File: config.mk
export PLATFORM = sky130hd
export DESIGN_NAME = acc_subsys_top
export DESIGN_NICKNAME = d
export VERILOG_FILES = /design/src/common/core_if_pkg.sv /design/src/common/acc_if_pkg.sv /design/src/acc_dispatcher/acc_dispatcher.sv /design/src/accel/accel_alu.sv /design/src/design/acc_subsys_top.sv /design/src/design/fall_through_reg.sv /design/src/design/stream_reg.sv
export SDC_FILE = /design/constraint.sdc
export NUM_CORES = 1
export LEC_CHECK = 0
export BUFFER_PORTS_ARGS = -buffer_cell sky130_fd_sc_hd__clkbuf_2
export CAP_MARGIN = 25
export CORE_MARGIN = 5
export CORE_UTILIZATION = 40
export CTS_CLUSTER_SIZE = 25
export DETAILED_ROUTE_END_ITERATION = 12
export PLACE_DENSITY = 0.69
export RECOVER_POWER = 50
export SETUP_SLACK_MARGIN = 0.1
export SLEW_MARGIN = 20
export SYNTH_ARGS = -nofsm -noshare
export SYNTH_HDL_FRONTEND = slang
export SYNTH_SLANG_ARGS = --single-unit
File: constraint.sdc
create_clock -name clk_i -period 13.5 [get_ports clk_i]
set_clock_uncertainty 0.15 [all_clocks]
set_input_delay 3.375 -clock clk_i [delete_from_list [all_inputs] [get_ports clk_i]]
set_output_delay 3.375 -clock clk_i [all_outputs]
set_load 0.02 [all_outputs]
File: src/common/core_if_pkg.sv
`default_nettype none

// Types shared with the core side of the accelerator port
package core_if_pkg;

  // Data word width of the core
  localparam int unsigned XLEN = 32;

  // Scoreboard transaction id width
  localparam int unsigned TRANS_ID_BITS = 3;

  typedef logic [TRANS_ID_BITS-1:0] trans_id_t;

  // Operator classes that the issue stage hands to the accelerator port
  typedef enum logic [1:0] {
    ACCEL_OP       = 2'd0,
    ACCEL_OP_LOAD  = 2'd1,
    ACCEL_OP_STORE = 2'd2
  } fu_op_e;

  // One issued operation
  // The raw instruction word travels in imm
  typedef struct packed {
    fu_op_e            operator;
    logic [XLEN-1:0]   operand_a;
    logic [XLEN-1:0]   operand_b;
    logic [31:0]       imm;
    trans_id_t         trans_id;
  } fu_data_t;

  // Exception record returned with a result
  typedef struct packed {
    logic [3:0]        cause;
    logic [XLEN-1:0]   tval;
    logic              valid;
  } exception_t;

  // Illegal instruction cause code
  localparam logic [3:0] CAUSE_ILLEGAL_INSTR = 4'd2;

endpackage

`default_nettype wire

File: src/common/acc_if_pkg.sv
`default_nettype none

// Types of the request/response port toward the accelerator
package acc_if_pkg;

  import core_if_pkg::*;

  // Custom-0 major opcode
  localparam logic [6:0] ACC_OPCODE = 7'b0001011;

  // Register-register layout of a custom instruction
  typedef struct packed {
    logic [6:0]  funct7;
    logic [4:0]  rs2;
    logic [4:0]  rs1;
    logic [2:0]  funct3;
    logic [4:0]  rd;
    logic [6:0]  opcode;
  } acc_insn_r_t;

  // Register-immediate layout of a custom instruction
  typedef struct packed {
    logic [11:0] imm12;
    logic [4:0]  rs1;
    logic [2:0]  funct3;
    logic [4:0]  rd;
    logic [6:0]  opcode;
  } acc_insn_i_t;

  // Same 32-bit word, seen either way
  typedef union packed {
    acc_insn_r_t r;
    acc_insn_i_t i;
  } acc_insn_u;

  // funct3 selects the operation
  typedef enum logic [2:0] {
    F_ADD  = 3'd0,
    F_SUB  = 3'd1,
    F_XOR  = 3'd2,
    F_ADDI = 3'd3
  } acc_funct_e;

  typedef struct packed {
    acc_insn_u         insn;
    logic [XLEN-1:0]   rs1;
    logic [XLEN-1:0]   rs2;
    trans_id_t         trans_id;
    // Set while the accelerator must hold off for a core store
    logic              store_pending;
  } acc_req_t;

  typedef struct packed {
    logic [XLEN-1:0]   result;
    trans_id_t         trans_id;
    logic              error;
  } acc_resp_t;

endpackage

`default_nettype wire

File: src/acc_dispatcher/acc_dispatcher.sv
`timescale 1ns/1ps
`default_nettype none

module acc_dispatcher import core_if_pkg::*; import acc_if_pkg::*; (
  input  logic            clk_i,
  input  logic            rst_n_i,
  input  logic            flush_i,
  // Consistency mode from the CSR file
  input  logic            acc_cons_en_i,
  // Issue stage
  input  fu_data_t        acc_data_i,
  input  logic            acc_valid_i,
  output logic            acc_ready_o,
  // Commit stage
  input  logic            acc_commit_i,
  input  trans_id_t       acc_commit_trans_id_i,
  // Load/store unit
  input  logic            acc_no_st_pending_i,
  output logic            acc_ld_disp_o,
  output logic            acc_st_disp_o,
  output logic            acc_flush_undisp_o,
  // Writeback
  output trans_id_t       acc_trans_id_o,
  output logic [XLEN-1:0] acc_result_o,
  output logic            acc_valid_o,
  output exception_t      acc_exception_o,
  // Accelerator port
  output acc_req_t        acc_req_o,
  output logic            acc_req_valid_o,
  input  logic            acc_req_ready_i,
  input  acc_resp_t       acc_resp_i,
  input  logic            acc_resp_valid_i
);

  localparam int unsigned NUM_IDS = 2 ** TRANS_ID_BITS;

  fu_data_t           busy_data;
  logic               busy_valid;
  logic               busy_ready;
  logic               ft_ready;
  fu_data_t           head_data;
  logic               head_valid;
  logic               head_ready;
  logic [NUM_IDS-1:0] commit_match_q;
  logic [NUM_IDS-1:0] commit_match_d;
  logic               head_match;
  logic               req_fire;

  assign acc_flush_undisp_o = flush_i;

  // Catches an issue that the head register cannot take
  fall_through_reg i_busy_reg (
    .clk_i   (clk_i),
    .rst_n_i (rst_n_i),
    .clr_i   (flush_i),
    .valid_i (acc_valid_i),
    .data_i  (acc_data_i),
    .ready_o (ft_ready),
    .valid_o (busy_valid),
    .data_o  (busy_data),
    .ready_i (busy_ready)
  );

  // Head of the issue path, waits here for commit
  stream_reg i_head_reg (
    .clk_i   (clk_i),
    .rst_n_i (rst_n_i),
    .clr_i   (flush_i),
    .valid_i (busy_valid),
    .data_i  (busy_data),
    .ready_o (busy_ready),
    .valid_o (head_valid),
    .data_o  (head_data),
    .ready_i (head_ready)
  );

  // Issue sees the ready of the first register in the chain
  // It drops only once both registers hold an operation
  assign acc_ready_o = ft_ready;

  // Head is committed if its flag is set or its commit arrives now
  assign head_match = commit_match_q[head_data.trans_id]
                    | (acc_commit_i && acc_commit_trans_id_i == head_data.trans_id);

  // Speculative operations stay put
  assign acc_req_valid_o = head_valid & head_match;
  assign head_ready      = acc_req_ready_i & head_match;
  assign req_fire        = acc_req_valid_o & acc_req_ready_i;

  // Commit flags kept per id, so early commits are not lost
  always_comb begin
    commit_match_d = commit_match_q;
    if (acc_commit_i) begin
      commit_match_d[acc_commit_trans_id_i] = 1'b1;
    end
    // Consumed once the accelerator takes the request
    if (req_fire) begin
      commit_match_d[head_data.trans_id] = 1'b0;
    end
  end

  always_ff @(posedge clk_i) begin
    if (!rst_n_i || flush_i) begin
      commit_match_q <= '0;
    end else begin
      commit_match_q <= commit_match_d;
    end
  end

  // Instruction word rides in the immediate field
  assign acc_req_o = '{
    insn:          acc_insn_u'(head_data.imm),
    rs1:           head_data.operand_a,
    rs2:           head_data.operand_b,
    trans_id:      head_data.trans_id,
    store_pending: acc_cons_en_i & ~acc_no_st_pending_i
  };

  // Response side is always ready
  assign acc_valid_o     = acc_resp_valid_i;
  assign acc_trans_id_o  = acc_resp_i.trans_id;
  assign acc_result_o    = acc_resp_i.result;
  assign acc_exception_o = '{
    cause: CAUSE_ILLEGAL_INSTR,
    tval:  '0,
    valid: acc_resp_i.error
  };

  // Tell issue about memory operators at the head
  assign acc_ld_disp_o = acc_req_ready_i & head_valid & (head_data.operator == ACCEL_OP_LOAD);
  assign acc_st_disp_o = acc_req_ready_i & head_valid & (head_data.operator == ACCEL_OP_STORE);

endmodule

`default_nettype wire

File: src/accel/accel_alu.sv
`timescale 1ns/1ps
`default_nettype none

module accel_alu import core_if_pkg::*; import acc_if_pkg::*; #(
  parameter int unsigned ACC_LATENCY = 3
) (
  input  logic      clk_i,
  input  logic      rst_n_i,
  input  acc_req_t  req_i,
  input  logic      req_valid_i,
  output logic      req_ready_o,
  output acc_resp_t resp_o,
  output logic      resp_valid_o
);

  acc_insn_u       insn;
  logic            accept;
  logic [XLEN-1:0] imm_sext;
  acc_resp_t       resp_d;
  logic            valid_q [ACC_LATENCY];
  acc_resp_t       resp_q  [ACC_LATENCY];

  // Hold off while a core store is outstanding
  assign req_ready_o = ~req_i.store_pending;
  assign accept      = req_valid_i & req_ready_o;

  assign insn     = req_i.insn;
  // Only meaningful for the register-immediate form
  assign imm_sext = {{(XLEN-12){insn.i.imm12[11]}}, insn.i.imm12};

  // Decode and execute in the accept cycle
  always_comb begin
    resp_d.trans_id = req_i.trans_id;
    resp_d.result   = '0;
    resp_d.error    = 1'b0;
    if (insn.r.opcode != ACC_OPCODE) begin
      resp_d.error = 1'b1;
    end else begin
      case (insn.r.funct3)
        F_ADD: begin
          resp_d.result = req_i.rs1 + req_i.rs2;
        end
        F_SUB: begin
          resp_d.result = req_i.rs1 - req_i.rs2;
        end
        F_XOR: begin
          resp_d.result = req_i.rs1 ^ req_i.rs2;
        end
        F_ADDI: begin
          resp_d.result = req_i.rs1 + imm_sext;
        end
        default: begin
          // Undefined funct3
          resp_d.error = 1'b1;
        end
      endcase
    end
  end

  // Valid bits shift each cycle, so one request per cycle can enter
  always_ff @(posedge clk_i) begin
    if (!rst_n_i) begin
      for (int i = 0; i < ACC_LATENCY; i++) begin
        valid_q[i] <= 1'b0;
      end
    end else begin
      valid_q[0] <= accept;
      for (int i = 1; i < ACC_LATENCY; i++) begin
        valid_q[i] <= valid_q[i-1];
      end
    end
  end

  // Payload stages, no reset
  always_ff @(posedge clk_i) begin
    if (accept) begin
      resp_q[0] <= resp_d;
    end
    for (int i = 1; i < ACC_LATENCY; i++) begin
      resp_q[i] <= resp_q[i-1];
    end
  end

  // Last stage drives a one-cycle strobe
  assign resp_valid_o = valid_q[ACC_LATENCY-1];
  assign resp_o       = resp_q[ACC_LATENCY-1];

endmodule

`default_nettype wire

File: src/design/acc_subsys_top.sv
`timescale 1ns/1ps
`default_nettype none

module acc_subsys_top import core_if_pkg::*; import acc_if_pkg::*; #(
  // Accelerator pipeline depth, at least 1
  parameter int unsigned ACC_LATENCY = 3
) (
  input  logic            clk_i,
  input  logic            rst_n_i,
  input  logic            flush_i,
  input  logic            acc_cons_en_i,
  input  fu_data_t        acc_data_i,
  input  logic            acc_valid_i,
  output logic            acc_ready_o,
  input  logic            acc_commit_i,
  input  trans_id_t       acc_commit_trans_id_i,
  input  logic            acc_no_st_pending_i,
  output logic            acc_ld_disp_o,
  output logic            acc_st_disp_o,
  output logic            acc_flush_undisp_o,
  output trans_id_t       acc_trans_id_o,
  output logic [XLEN-1:0] acc_result_o,
  output logic            acc_valid_o,
  output exception_t      acc_exception_o
);

  // Dispatcher to accelerator
  acc_req_t  acc_req;
  logic      acc_req_valid;
  logic      acc_req_ready;
  // Accelerator back to dispatcher
  acc_resp_t acc_resp;
  logic      acc_resp_valid;

  acc_dispatcher i_acc_dispatcher (
    .clk_i                 (clk_i),
    .rst_n_i               (rst_n_i),
    .flush_i               (flush_i),
    .acc_cons_en_i         (acc_cons_en_i),
    .acc_data_i            (acc_data_i),
    .acc_valid_i           (acc_valid_i),
    .acc_ready_o           (acc_ready_o),
    .acc_commit_i          (acc_commit_i),
    .acc_commit_trans_id_i (acc_commit_trans_id_i),
    .acc_no_st_pending_i   (acc_no_st_pending_i),
    .acc_ld_disp_o         (acc_ld_disp_o),
    .acc_st_disp_o         (acc_st_disp_o),
    .acc_flush_undisp_o    (acc_flush_undisp_o),
    .acc_trans_id_o        (acc_trans_id_o),
    .acc_result_o          (acc_result_o),
    .acc_valid_o           (acc_valid_o),
    .acc_exception_o       (acc_exception_o),
    .acc_req_o             (acc_req),
    .acc_req_valid_o       (acc_req_valid),
    .acc_req_ready_i       (acc_req_ready),
    .acc_resp_i            (acc_resp),
    .acc_resp_valid_i      (acc_resp_valid)
  );

  accel_alu #(
    .ACC_LATENCY (ACC_LATENCY)
  ) i_accel_alu (
    .clk_i        (clk_i),
    .rst_n_i      (rst_n_i),
    .req_i        (acc_req),
    .req_valid_i  (acc_req_valid),
    .req_ready_o  (acc_req_ready),
    .resp_o       (acc_resp),
    .resp_valid_o (acc_resp_valid)
  );

endmodule

`default_nettype wire

File: src/design/fall_through_reg.sv
`timescale 1ns/1ps
`default_nettype none

module fall_through_reg import core_if_pkg::*; (
  input  logic     clk_i,
  input  logic     rst_n_i,
  input  logic     clr_i,
  input  logic     valid_i,
  input  fu_data_t data_i,
  output logic     ready_o,
  output logic     valid_o,
  output fu_data_t data_o,
  input  logic     ready_i
);

  logic     full_q;
  fu_data_t data_q;
  logic     load;

  // Empty: input goes straight through
  // Full: the caught entry is shown until taken
  assign valid_o = full_q | valid_i;
  assign data_o  = full_q ? data_q : data_i;

  // Room when empty, or when the caught entry leaves this cycle
  assign ready_o = ~full_q | ready_i;

  // Catch the input when it cannot pass this cycle
  // That is when we are empty with a stalled output, or full and draining
  assign load = valid_i & ready_o & (full_q | ~ready_i);

  always_ff @(posedge clk_i) begin
    if (!rst_n_i || clr_i) begin
      full_q <= 1'b0;
    end else if (!full_q || ready_i) begin
      full_q <= load;
    end
  end

  // Payload only, no reset needed
  always_ff @(posedge clk_i) begin
    if (load) begin
      data_q <= data_i;
    end
  end

endmodule

`default_nettype wire

File: src/design/stream_reg.sv
`timescale 1ns/1ps
`default_nettype none

module stream_reg import core_if_pkg::*; (
  input  logic     clk_i,
  input  logic     rst_n_i,
  input  logic     clr_i,
  input  logic     valid_i,
  input  fu_data_t data_i,
  output logic     ready_o,
  output logic     valid_o,
  output fu_data_t data_o,
  input  logic     ready_i
);

  logic     valid_q;
  fu_data_t data_q;

  // Accept when empty or when the held entry is taken this cycle
  assign ready_o = ~valid_q | ready_i;

  assign valid_o = valid_q;
  assign data_o  = data_q;

  always_ff @(posedge clk_i) begin
    if (!rst_n_i || clr_i) begin
      valid_q <= 1'b0;
    end else if (ready_o) begin
      valid_q <= valid_i;
    end
  end

  // Data follows the valid bit, no reset
  always_ff @(posedge clk_i) begin
    if (ready_o && valid_i) begin
      data_q <= data_i;
    end
  end

endmodule

`default_nettype wire

After elaboration in Yosys (flattened, before gate mapping)
Memories as Yosys holds them, arrays and structs flattened.
Cells that the tools add are included.
- register bits after elaboration: 212
- bits in writable memories: 111
- input port bits: 111
- logic and storage cells: 85
- memories: 2
- memories (memory ; depth ; width ; read ports ; clocked after Yosys merged registers in ; wr ports ; line ; text):
    i_accel_alu.resp_q ; 3 ; 36 ; 3 ; 0 ; 3 ; accel_alu.sv:21 ; acc_resp_t resp_q [ACC_LATENCY];
    i_accel_alu.valid_q ; 3 ; 1 ; 3 ; 0 ; 3 ; accel_alu.sv:20 ; logic valid_q [ACC_LATENCY];
- add/sub/neg operators: 3
- $lt $le $gt $ge: 4
- eq/ne operators: 7
- muxes and demuxes: 20
- bitwise logic cells: 26
- reduce and logical (&&, ||, !) cells: 10
- operators with widths (cell ; number):
    one-hot mux 32 bit (4 select lines) ; 1
    2-to-1 mux 101 bit ; 1
    adder 32 bit ; 2
    2-to-1 mux 32 bit ; 1
    subtractor 32 bit ; 1
    bitwise XOR 32 bit ; 1
    2-to-1 mux 8 bit ; 2
    2-to-1 mux 1 bit ; 12
    AND 1 bit ; 9
    AND 8 bit ; 1
    < comparator 3 x 4 -> 1 bit, second input constant ; 2
    inverter 8 bit ; 1
    OR 1 bit ; 8
    OR 8 bit ; 1
    inequality test 7 x 4 -> 1 bit, second input constant ; 1
    demux 1 bit (select 3 bit) ; 2
    == test 3 x 2 -> 1 bit, second input constant ; 2
    >= comparator 3 x 1 -> 1 bit, second input constant ; 2
    inverter 1 bit ; 5
    logical AND 1 bit ; 4
    OR reduction 4 bit ; 1
    binary-select mux 1 bit (select 3 bit) ; 1
    == test 3 x 1 -> 1 bit, second input constant ; 1
    == test 3 bit ; 1
    other kinds (5) ; 7

Depth between registers and ports, before layout
Gate-level depths: netlist of run 1.
- word-level depth: 8
- depth in mapped cells: 20
- mapped depth without buffers: 19

By module
From an unflattened synthesis of run 1, not the netlist that was laid out.
- cell total of the unflattened synthesis: 1163
- area total of the unflattened synthesis: 15023.2 sq um
- by module, submodules not included (module ; instances ; cells an instance ; area each (sq um)):
    accel_alu ; 1 ; 699 ; 6485.0
    fall_through_reg ; 1 ; 222 ; 4334.2
    stream_reg ; 1 ; 107 ; 3094.2
    acc_dispatcher ; 1 ; 135 ; 1109.8

Least setup slack after synthesis of run 1
OpenSTA, ideal clock, no wires.
- kind: input-to-reg
- start: in acc_commit_trans_id_i[0]
- end: reg i_acc_dispatcher.i_head_reg.data_q, in the netlist i_acc_dispatcher.i_head_reg.data_o[0], enable pin
- setup time: 541 ps
- arrival time: 7758 ps
- required time: 12809 ps
- slack: 5051 ps
- stages: 5
- cell sequence: xnor2_1 > nand4_1 > a21oi_1 > nor2b_1 > nor2_1
- cells in the longest elaborated chain, start to end: 6
- ends and longest elaborated chain (item ; line ; text):
    from (decl) ; acc_subsys_top.sv:16 ; input trans_id_t acc_commit_trans_id_i,
    == test 3 bit ; acc_dispatcher.sv:83 ; | (acc_commit_i && acc_commit_trans_id_i == head_data.trans_id);
    logical AND 1 bit ; acc_dispatcher.sv:83 ;
    OR 1 bit ; acc_dispatcher.sv:83 ;
    AND 1 bit ; acc_dispatcher.sv:87 ; assign head_ready = acc_req_ready_i & head_match;
    OR 1 bit ; stream_reg.sv:20 ; assign ready_o = ~valid_q | ready_i;
    logical AND 1 bit ; stream_reg.sv:35 ; if (ready_o && valid_i) begin
    to (signal assigned) ; stream_reg.sv:36 ; data_q <= data_i;
    to (decl) ; stream_reg.sv:17 ; fu_data_t data_q;
Every way passes these cells.
A chain may end at the register's enable or synchronous reset.

Final worst setup path of run 1
- start: in acc_commit_trans_id_i[1]
- end: out acc_ready_o
- cells in the longest elaborated chain, start to end: 6
- ends and longest elaborated chain (item ; line ; text):
    == test 3 bit ; acc_dispatcher.sv:83 ;
    logical AND 1 bit ; acc_dispatcher.sv:83 ;
    OR 1 bit ; acc_dispatcher.sv:83 ;
    AND 1 bit ; acc_dispatcher.sv:87 ;
    OR 1 bit ; stream_reg.sv:20 ;
    OR 1 bit ; fall_through_reg.sv:26 ; assign ready_o = ~full_q | ready_i;
    to (decl) ; acc_subsys_top.sv:14 ; output logic acc_ready_o,
Every way passes these cells.

==> metrics.yaml, run 1 <==
status: "complete, but fails checks"
violations: "capacitance limit, slew limit"
grt_pass1_wl_um: 45500
synth_area_leader_cell: "edfxtp_1"
dr.pass1.iters: 4
drv_slew: 61
crit_fanout: 6
synth_top_cells_by_count: "edfxtp_1 (218), mux2_2 (92), dfxtp_1 (85)"
start_util_pct: 40.3
clk_pin_slew_ps: 60
grt_overflow: 0
start_kind: "primary input"
cts_max_level: 2
cts_buffers: 35
hpwlAfterDp_um: 20700
maxSlewHeadroom_pct: -65.3
postSynthAreaPerCell_um2: 12.6
worst_ep_required_time_ps: 9970
netlist_area_um2: 13800
yosys.area.top_type_share_pct: 47.4
via_per_inst: 5.04
coreArea_um2: 34300
netlist_instances: 1094
dieArea_um2: 38400
wl_per_cell_um: 17.5
synth_edf_count: 218
cts.repair.resized: 0
synth_seq_cells: 303
p_per_area_nw_per_um2: 144
cts_root_buf: "clkbuf_16"
clk_latency_ps: 510
ant_nets: 0
fin_nets: 1345
clockBufferDepth: 3
synthArstFlopShare_pct: 0
portBuffers: 141
antenna_found_initial: 1
final_cells: 1677
drc: 0
area_growth_pct: 12.8
reg2reg_slack_ps: 6810
worstSetupPathType: "primary input to output pin"
grtUsageTotal_pct: 14.7
ys_top_cells_by_area: "edfxtp_1 (47%), dfxtp_1 (12%), mux2_2 (7.5%), buf_4 (4.0%), ha_1 (3.4%)"
p_leak_nw: 5.60
setup_viol: 0
rsz0062_at_grt: "false"
fin_setup_tns_ps: 0
clock_sinks: 303
drtIter0Drc: 368
peakVddDrop_mv: 0.0934
drive_gt1_share_pct: 18.7
die_y_um: 196
postCtsHoldBufs: 0
gp_congestion: 0.847
synth.most_common_cell: "edfxtp_1"
period_minus_slack_ps: 8160
synth_seq_area_share_pct: 59.7
critPathCaptureType: "output pin"
worst_ep_arrival_time_ps: 4640
worstMarginPinSlew_ps: 2480
finalPower_mw: 2.24
num_rows: 68
n_antenna_cell: 0
cts_tree: "built"
vias: 8452
timing.hold.ws_ps: 172
synth-main-ff-cell: "edfxtp_1"
hold_viol_final: 0
io_pins: 188
synth.distinct_cells: 68
grt_max_degree: 73
max_cap_violations: 1
ys_warn_count: 0
post_cts_buffers: 0
dp_cells: 1613
hold_path.class: "flip-flop to flip-flop"
die_width_um: 196
finalCritPeriodShare_pct: 60.5
max_freq_ghz: 0.123
postRouteWirelength_um: 29400
grt_pass1_vias: 8229
==> area by class of cell <==
class | count | area (um2)
Multi-Input combinational cell | 690 | 4930
Timing Repair Buffer | 149 | 661
Inverter | 16 | 60.1
Sequential cell | 303 | 8250
Clock buffer | 48 | 966
Fill cell | 3119 | 18700
Tap cell | 455 | 569
Clock inverter | 16 | 151
==> metrics by stage <==
stage	worst slack (ps)	util (%)	area (um2)
2_1_floorplan	5050	-	13900
3_3_place_gp	5430	42.5	14600
3_5_place_dp	5390	42.5	14600
4_1_cts	5380	45.8	15700
5_1_grt	5190	45.5	15600
6_report	5340	45.5	15600
==> metal layers <==
| layer | GRT usage (%) | vias to the layer above | part of all wire, % | wire length (um) |
|---|---|---|---|---|
| met4 | 3.83 | 2 | 2.1 | 606 |
| met5 | 0 | - | 0.024 | 7 |
| met1 | 21.6 | 3940 | 48 | 14000 |
| met3 | 3.42 | 46 | 7.2 | 2120 |
| met2 | 21.9 | 278 | 43 | 12600 |
| li1 | - | 4186 | - | - |
==> flip-flops by register name (all words and copies together) (netlist names) <==
register	cells
i_acc_dispatcher.i_busy_reg.data_q	91
i_acc_dispatcher.i_busy_reg.full_q	1
i_acc_dispatcher.i_head_reg.data_o	91
i_accel_alu.valid_q	3
i_acc_dispatcher.commit_match_q	8
i_accel_alu.resp_q	108
i_acc_dispatcher.i_head_reg.valid_o	1
==> final timing paths <==
kind	cells after the start	startpoint	end
hold / removal	0	i_accel_alu.resp_q[0][62]	i_accel_alu.resp_q[0][98]
setup / recovery	7	acc_commit_trans_id_i[1]	acc_ready_o
setup reg to reg	16	i_acc_dispatcher.i_head_reg.data_o[16]	i_accel_alu.resp_q[0][32]
hold reg to reg	0	i_accel_alu.resp_q[0][62]	i_accel_alu.resp_q[0][98]
==> placed cells by master (no fill, tap or decap), types with 28 or more instances in the layout <==
master / n
ha_1: 38
mux2_2: 92
conb_1: 36
o21ai_0: 56
xnor2_1: 28
nor2_1: 59
clkbuf_2: 60
a21oi_1: 51
xor2_1: 32
dfxtp_1: 84
edfxtp_1: 218
clkbuf_16: 36
nand2_1: 50
clkbuf_1: 92
==> power breakdown <==
| group | internal, mW | switching (mW) | leakage [nW] |
|---|---|---|---|
| sequential | 1.04 | 0.0272 | 2.67 |
| combinational | 0.109 | 0.156 | 2.37 |
| clock | 0.544 | 0.361 | 0.549 |
==> cells by family (layout without fill, tap and decap cells) <==
kind of cell	count (synthesis)	after routing	share of synthesized area [%]
buffers and inverters	135	229	5.67
other	2	36	0.0543
AOI/OAI and AO/OA	244	244	11.4
and+or+nand+nor	216	216	8.05
xor gates and xnor gates	60	60	3.80
muxes	95	95	7.71
adders and majority gates	39	39	3.59
DFF	303	303	59.7
==> worst max-delay path: stages <==
cell and delay [ps]:
clkbuf_1 220, xnor2_1 100, nand4_1 110, a21oi_1 120, nor2b_1 430, nand2_1 110
clkbuf_2 170
No activity file was read; power rests on OpenSTA's default activity.
==> run 2, diff against run 1 <==
- clock period: 13.5 -> 8.24 ns (I/O delays scaled with it)
==> run 2 against run 1 <==
  * The flow still finishes with violations (capacitance limit, slew limit)
  * Sequential cell count unchanged
  * Hold slack better by 2.4 ps
  * Die area unchanged
  * Register-to-register slack worse by 4000 ps
  * Critical endpoint unchanged
  * Largest cell class unchanged
  * Largest power group unchanged
==> metrics.yaml, run 2 (same netlist as run 1, synthesis figures left out) <==
status: "complete, but fails checks"
violations: "capacitance limit, slew limit"
start_util_pct: 40.3
n_antenna_cell: 0
max_freq_ghz: 0.180
die_y_um: 196
clockBufferDepth: 3
finalCritPeriodShare_pct: 67.4
cts_root_buf: "clkbuf_16"
dieArea_um2: 38400
num_rows: 68
met2_usage_pct: 21.7
cts_tree: "built"
drv_slew: 99
post_cts_buffers: 0
gp_congestion: 0.871
wl_per_cell_um: 17.8
p_per_area_nw_per_um2: 232
cts_max_level: 1
crit_fanout: 6
drtIter0Drc: 566
top_register: "i_accel_alu.resp_q"
rsz0062_at_grt: "false"
worstSetupPathType: "primary input to output pin"
p_leak_nw: 5.54
dp_slack_ps: 2780
layout_commonest_cell: "edfxtp_1"
grt_pass1_vias: 8262
dpl_cell_area_um2: 14600
portBuffers: 141
timing.hold.ws_ps: 174
clock_sinks: 303
vias: 8519
setup_viol: 0
drive_gt1_share_pct: 17.1
use_met3_pct: 3.57
area_growth_pct: 12.3
dr.pass1.iters: 5
worstMarginPinSlew_ps: 3630
hold_path.class: "flip-flop to flip-flop"
worst_ep_required_time_ps: 6030
grt_overflow: 0
mostFrequentLayoutCells: "edfxtp_1 (218), clkbuf_1 (98), dfxtp_1 (85), mux2_2 (83), nor2_1 (59)"
max_cap_violations: 2
peakVddDrop_mv: 0.163
grt_max_degree: 77
die_width_um: 196
reg2reg_slack_ps: 2850
cts_buffers: 31
cts.repair.resized: 0
worst_slack_ps: 2690
coreArea_um2: 34300
grtUsageTotal_pct: 15.0
clk_pin_slew_ps: 60
period_minus_slack_ps: 5550
fin_nets: 1342
postRouteWirelength_um: 29700
largest_register_ffs: 108
postCtsHoldBufs: 0
antenna_found_initial: 3
io_pins: 188
via_per_inst: 5.10
fin_area_um2: 15500
hold_viol_final: 0
fin_setup_tns_ps: 0
drc: 0
start_kind: "primary input"
use_met1_pct: 22.3
critPathCaptureType: "output pin"
hpwlAfterDp_um: 20900
maxSlewHeadroom_pct: -142
clk_latency_ps: 560
grt_pass1_wl_um: 46300
ant_nets: 0
worst_ep_arrival_time_ps: 3340
fillCellCount: 3172
grt.busiest_layer: "met1"
[run 2: cell count changes in the layout (fill, tap and decap cells not counted), sizes merged]
cell | previous run | this run
clkbuf | 190 | 184
buf | 7 | 8
bufinv | 2 | 3
clkinv | 11 | 7
inv | 19 | 17
clkinvlp | 0 | 3
[run 2: area by class of cell]
| class | count | area, um2 | area share, % |
|---|---|---|---|
| repair buffers | 150 | 669 | 4.31 |
| clock buffers | 42 | 891 | 5.74 |
| inverters | 16 | 60.1 | 0.387 |
| flip-flops and latches | 303 | 8250 | 53.1 |
| multi-input cells | 690 | 4930 | 31.8 |
| well taps | 455 | 569 | 3.67 |
| clock inverters | 14 | 155 | 1.00 |
[run 2: stage by stage]
step | util [%] | std cells | total power, mW
finish | 45.3 | 1670 | 3.61
global route | 45.3 | 1670 | 3.78
CTS | 45.6 | 1669 | 3.66
detailed placement | 42.5 | 1613 | 2.22
global placement | 42.5 | 1613 | 2.21
floorplan | - | 1128 | 2.11
[run 2: power by group]
part	internal (mW)	switching, mW	total [mW]
Sequential	1.70	0.0443	1.75
Combinational	0.180	0.257	0.437
Clock	0.849	0.573	1.42
Total	2.73	0.875	3.61
[run 2: final timing paths]
check	cells after the start	to	from
worst min-delay path	0	i_accel_alu.resp_q[0][107]	i_accel_alu.resp_q[0][71]
worst max register to register	19	i_accel_alu.resp_q[0][33]	i_acc_dispatcher.i_head_reg.data_o[36]
worst min register to register	0	i_accel_alu.resp_q[0][107]	i_accel_alu.resp_q[0][71]
worst max-delay path	7	acc_ready_o	acc_commit_trans_id_i[1]
[run 2: critical path: stages]
cell      delay, ps
clkbuf_1        210
xnor2_1         100
nand4_1         100
a21oi_1         110
nor2b_1         440
nand2_1         100
clkbuf_2        210
[run 2: layer usage]
layer / routed length [um] / part of all wire (%) / up-vias
met5: 31 / 0.10 / -
met4: 635 / 2.1 / 6
met3: 2450 / 8.2 / 43
met2: 12600 / 42 / 297
met1: 14100 / 47 / 4009
li1: - / - / 4164
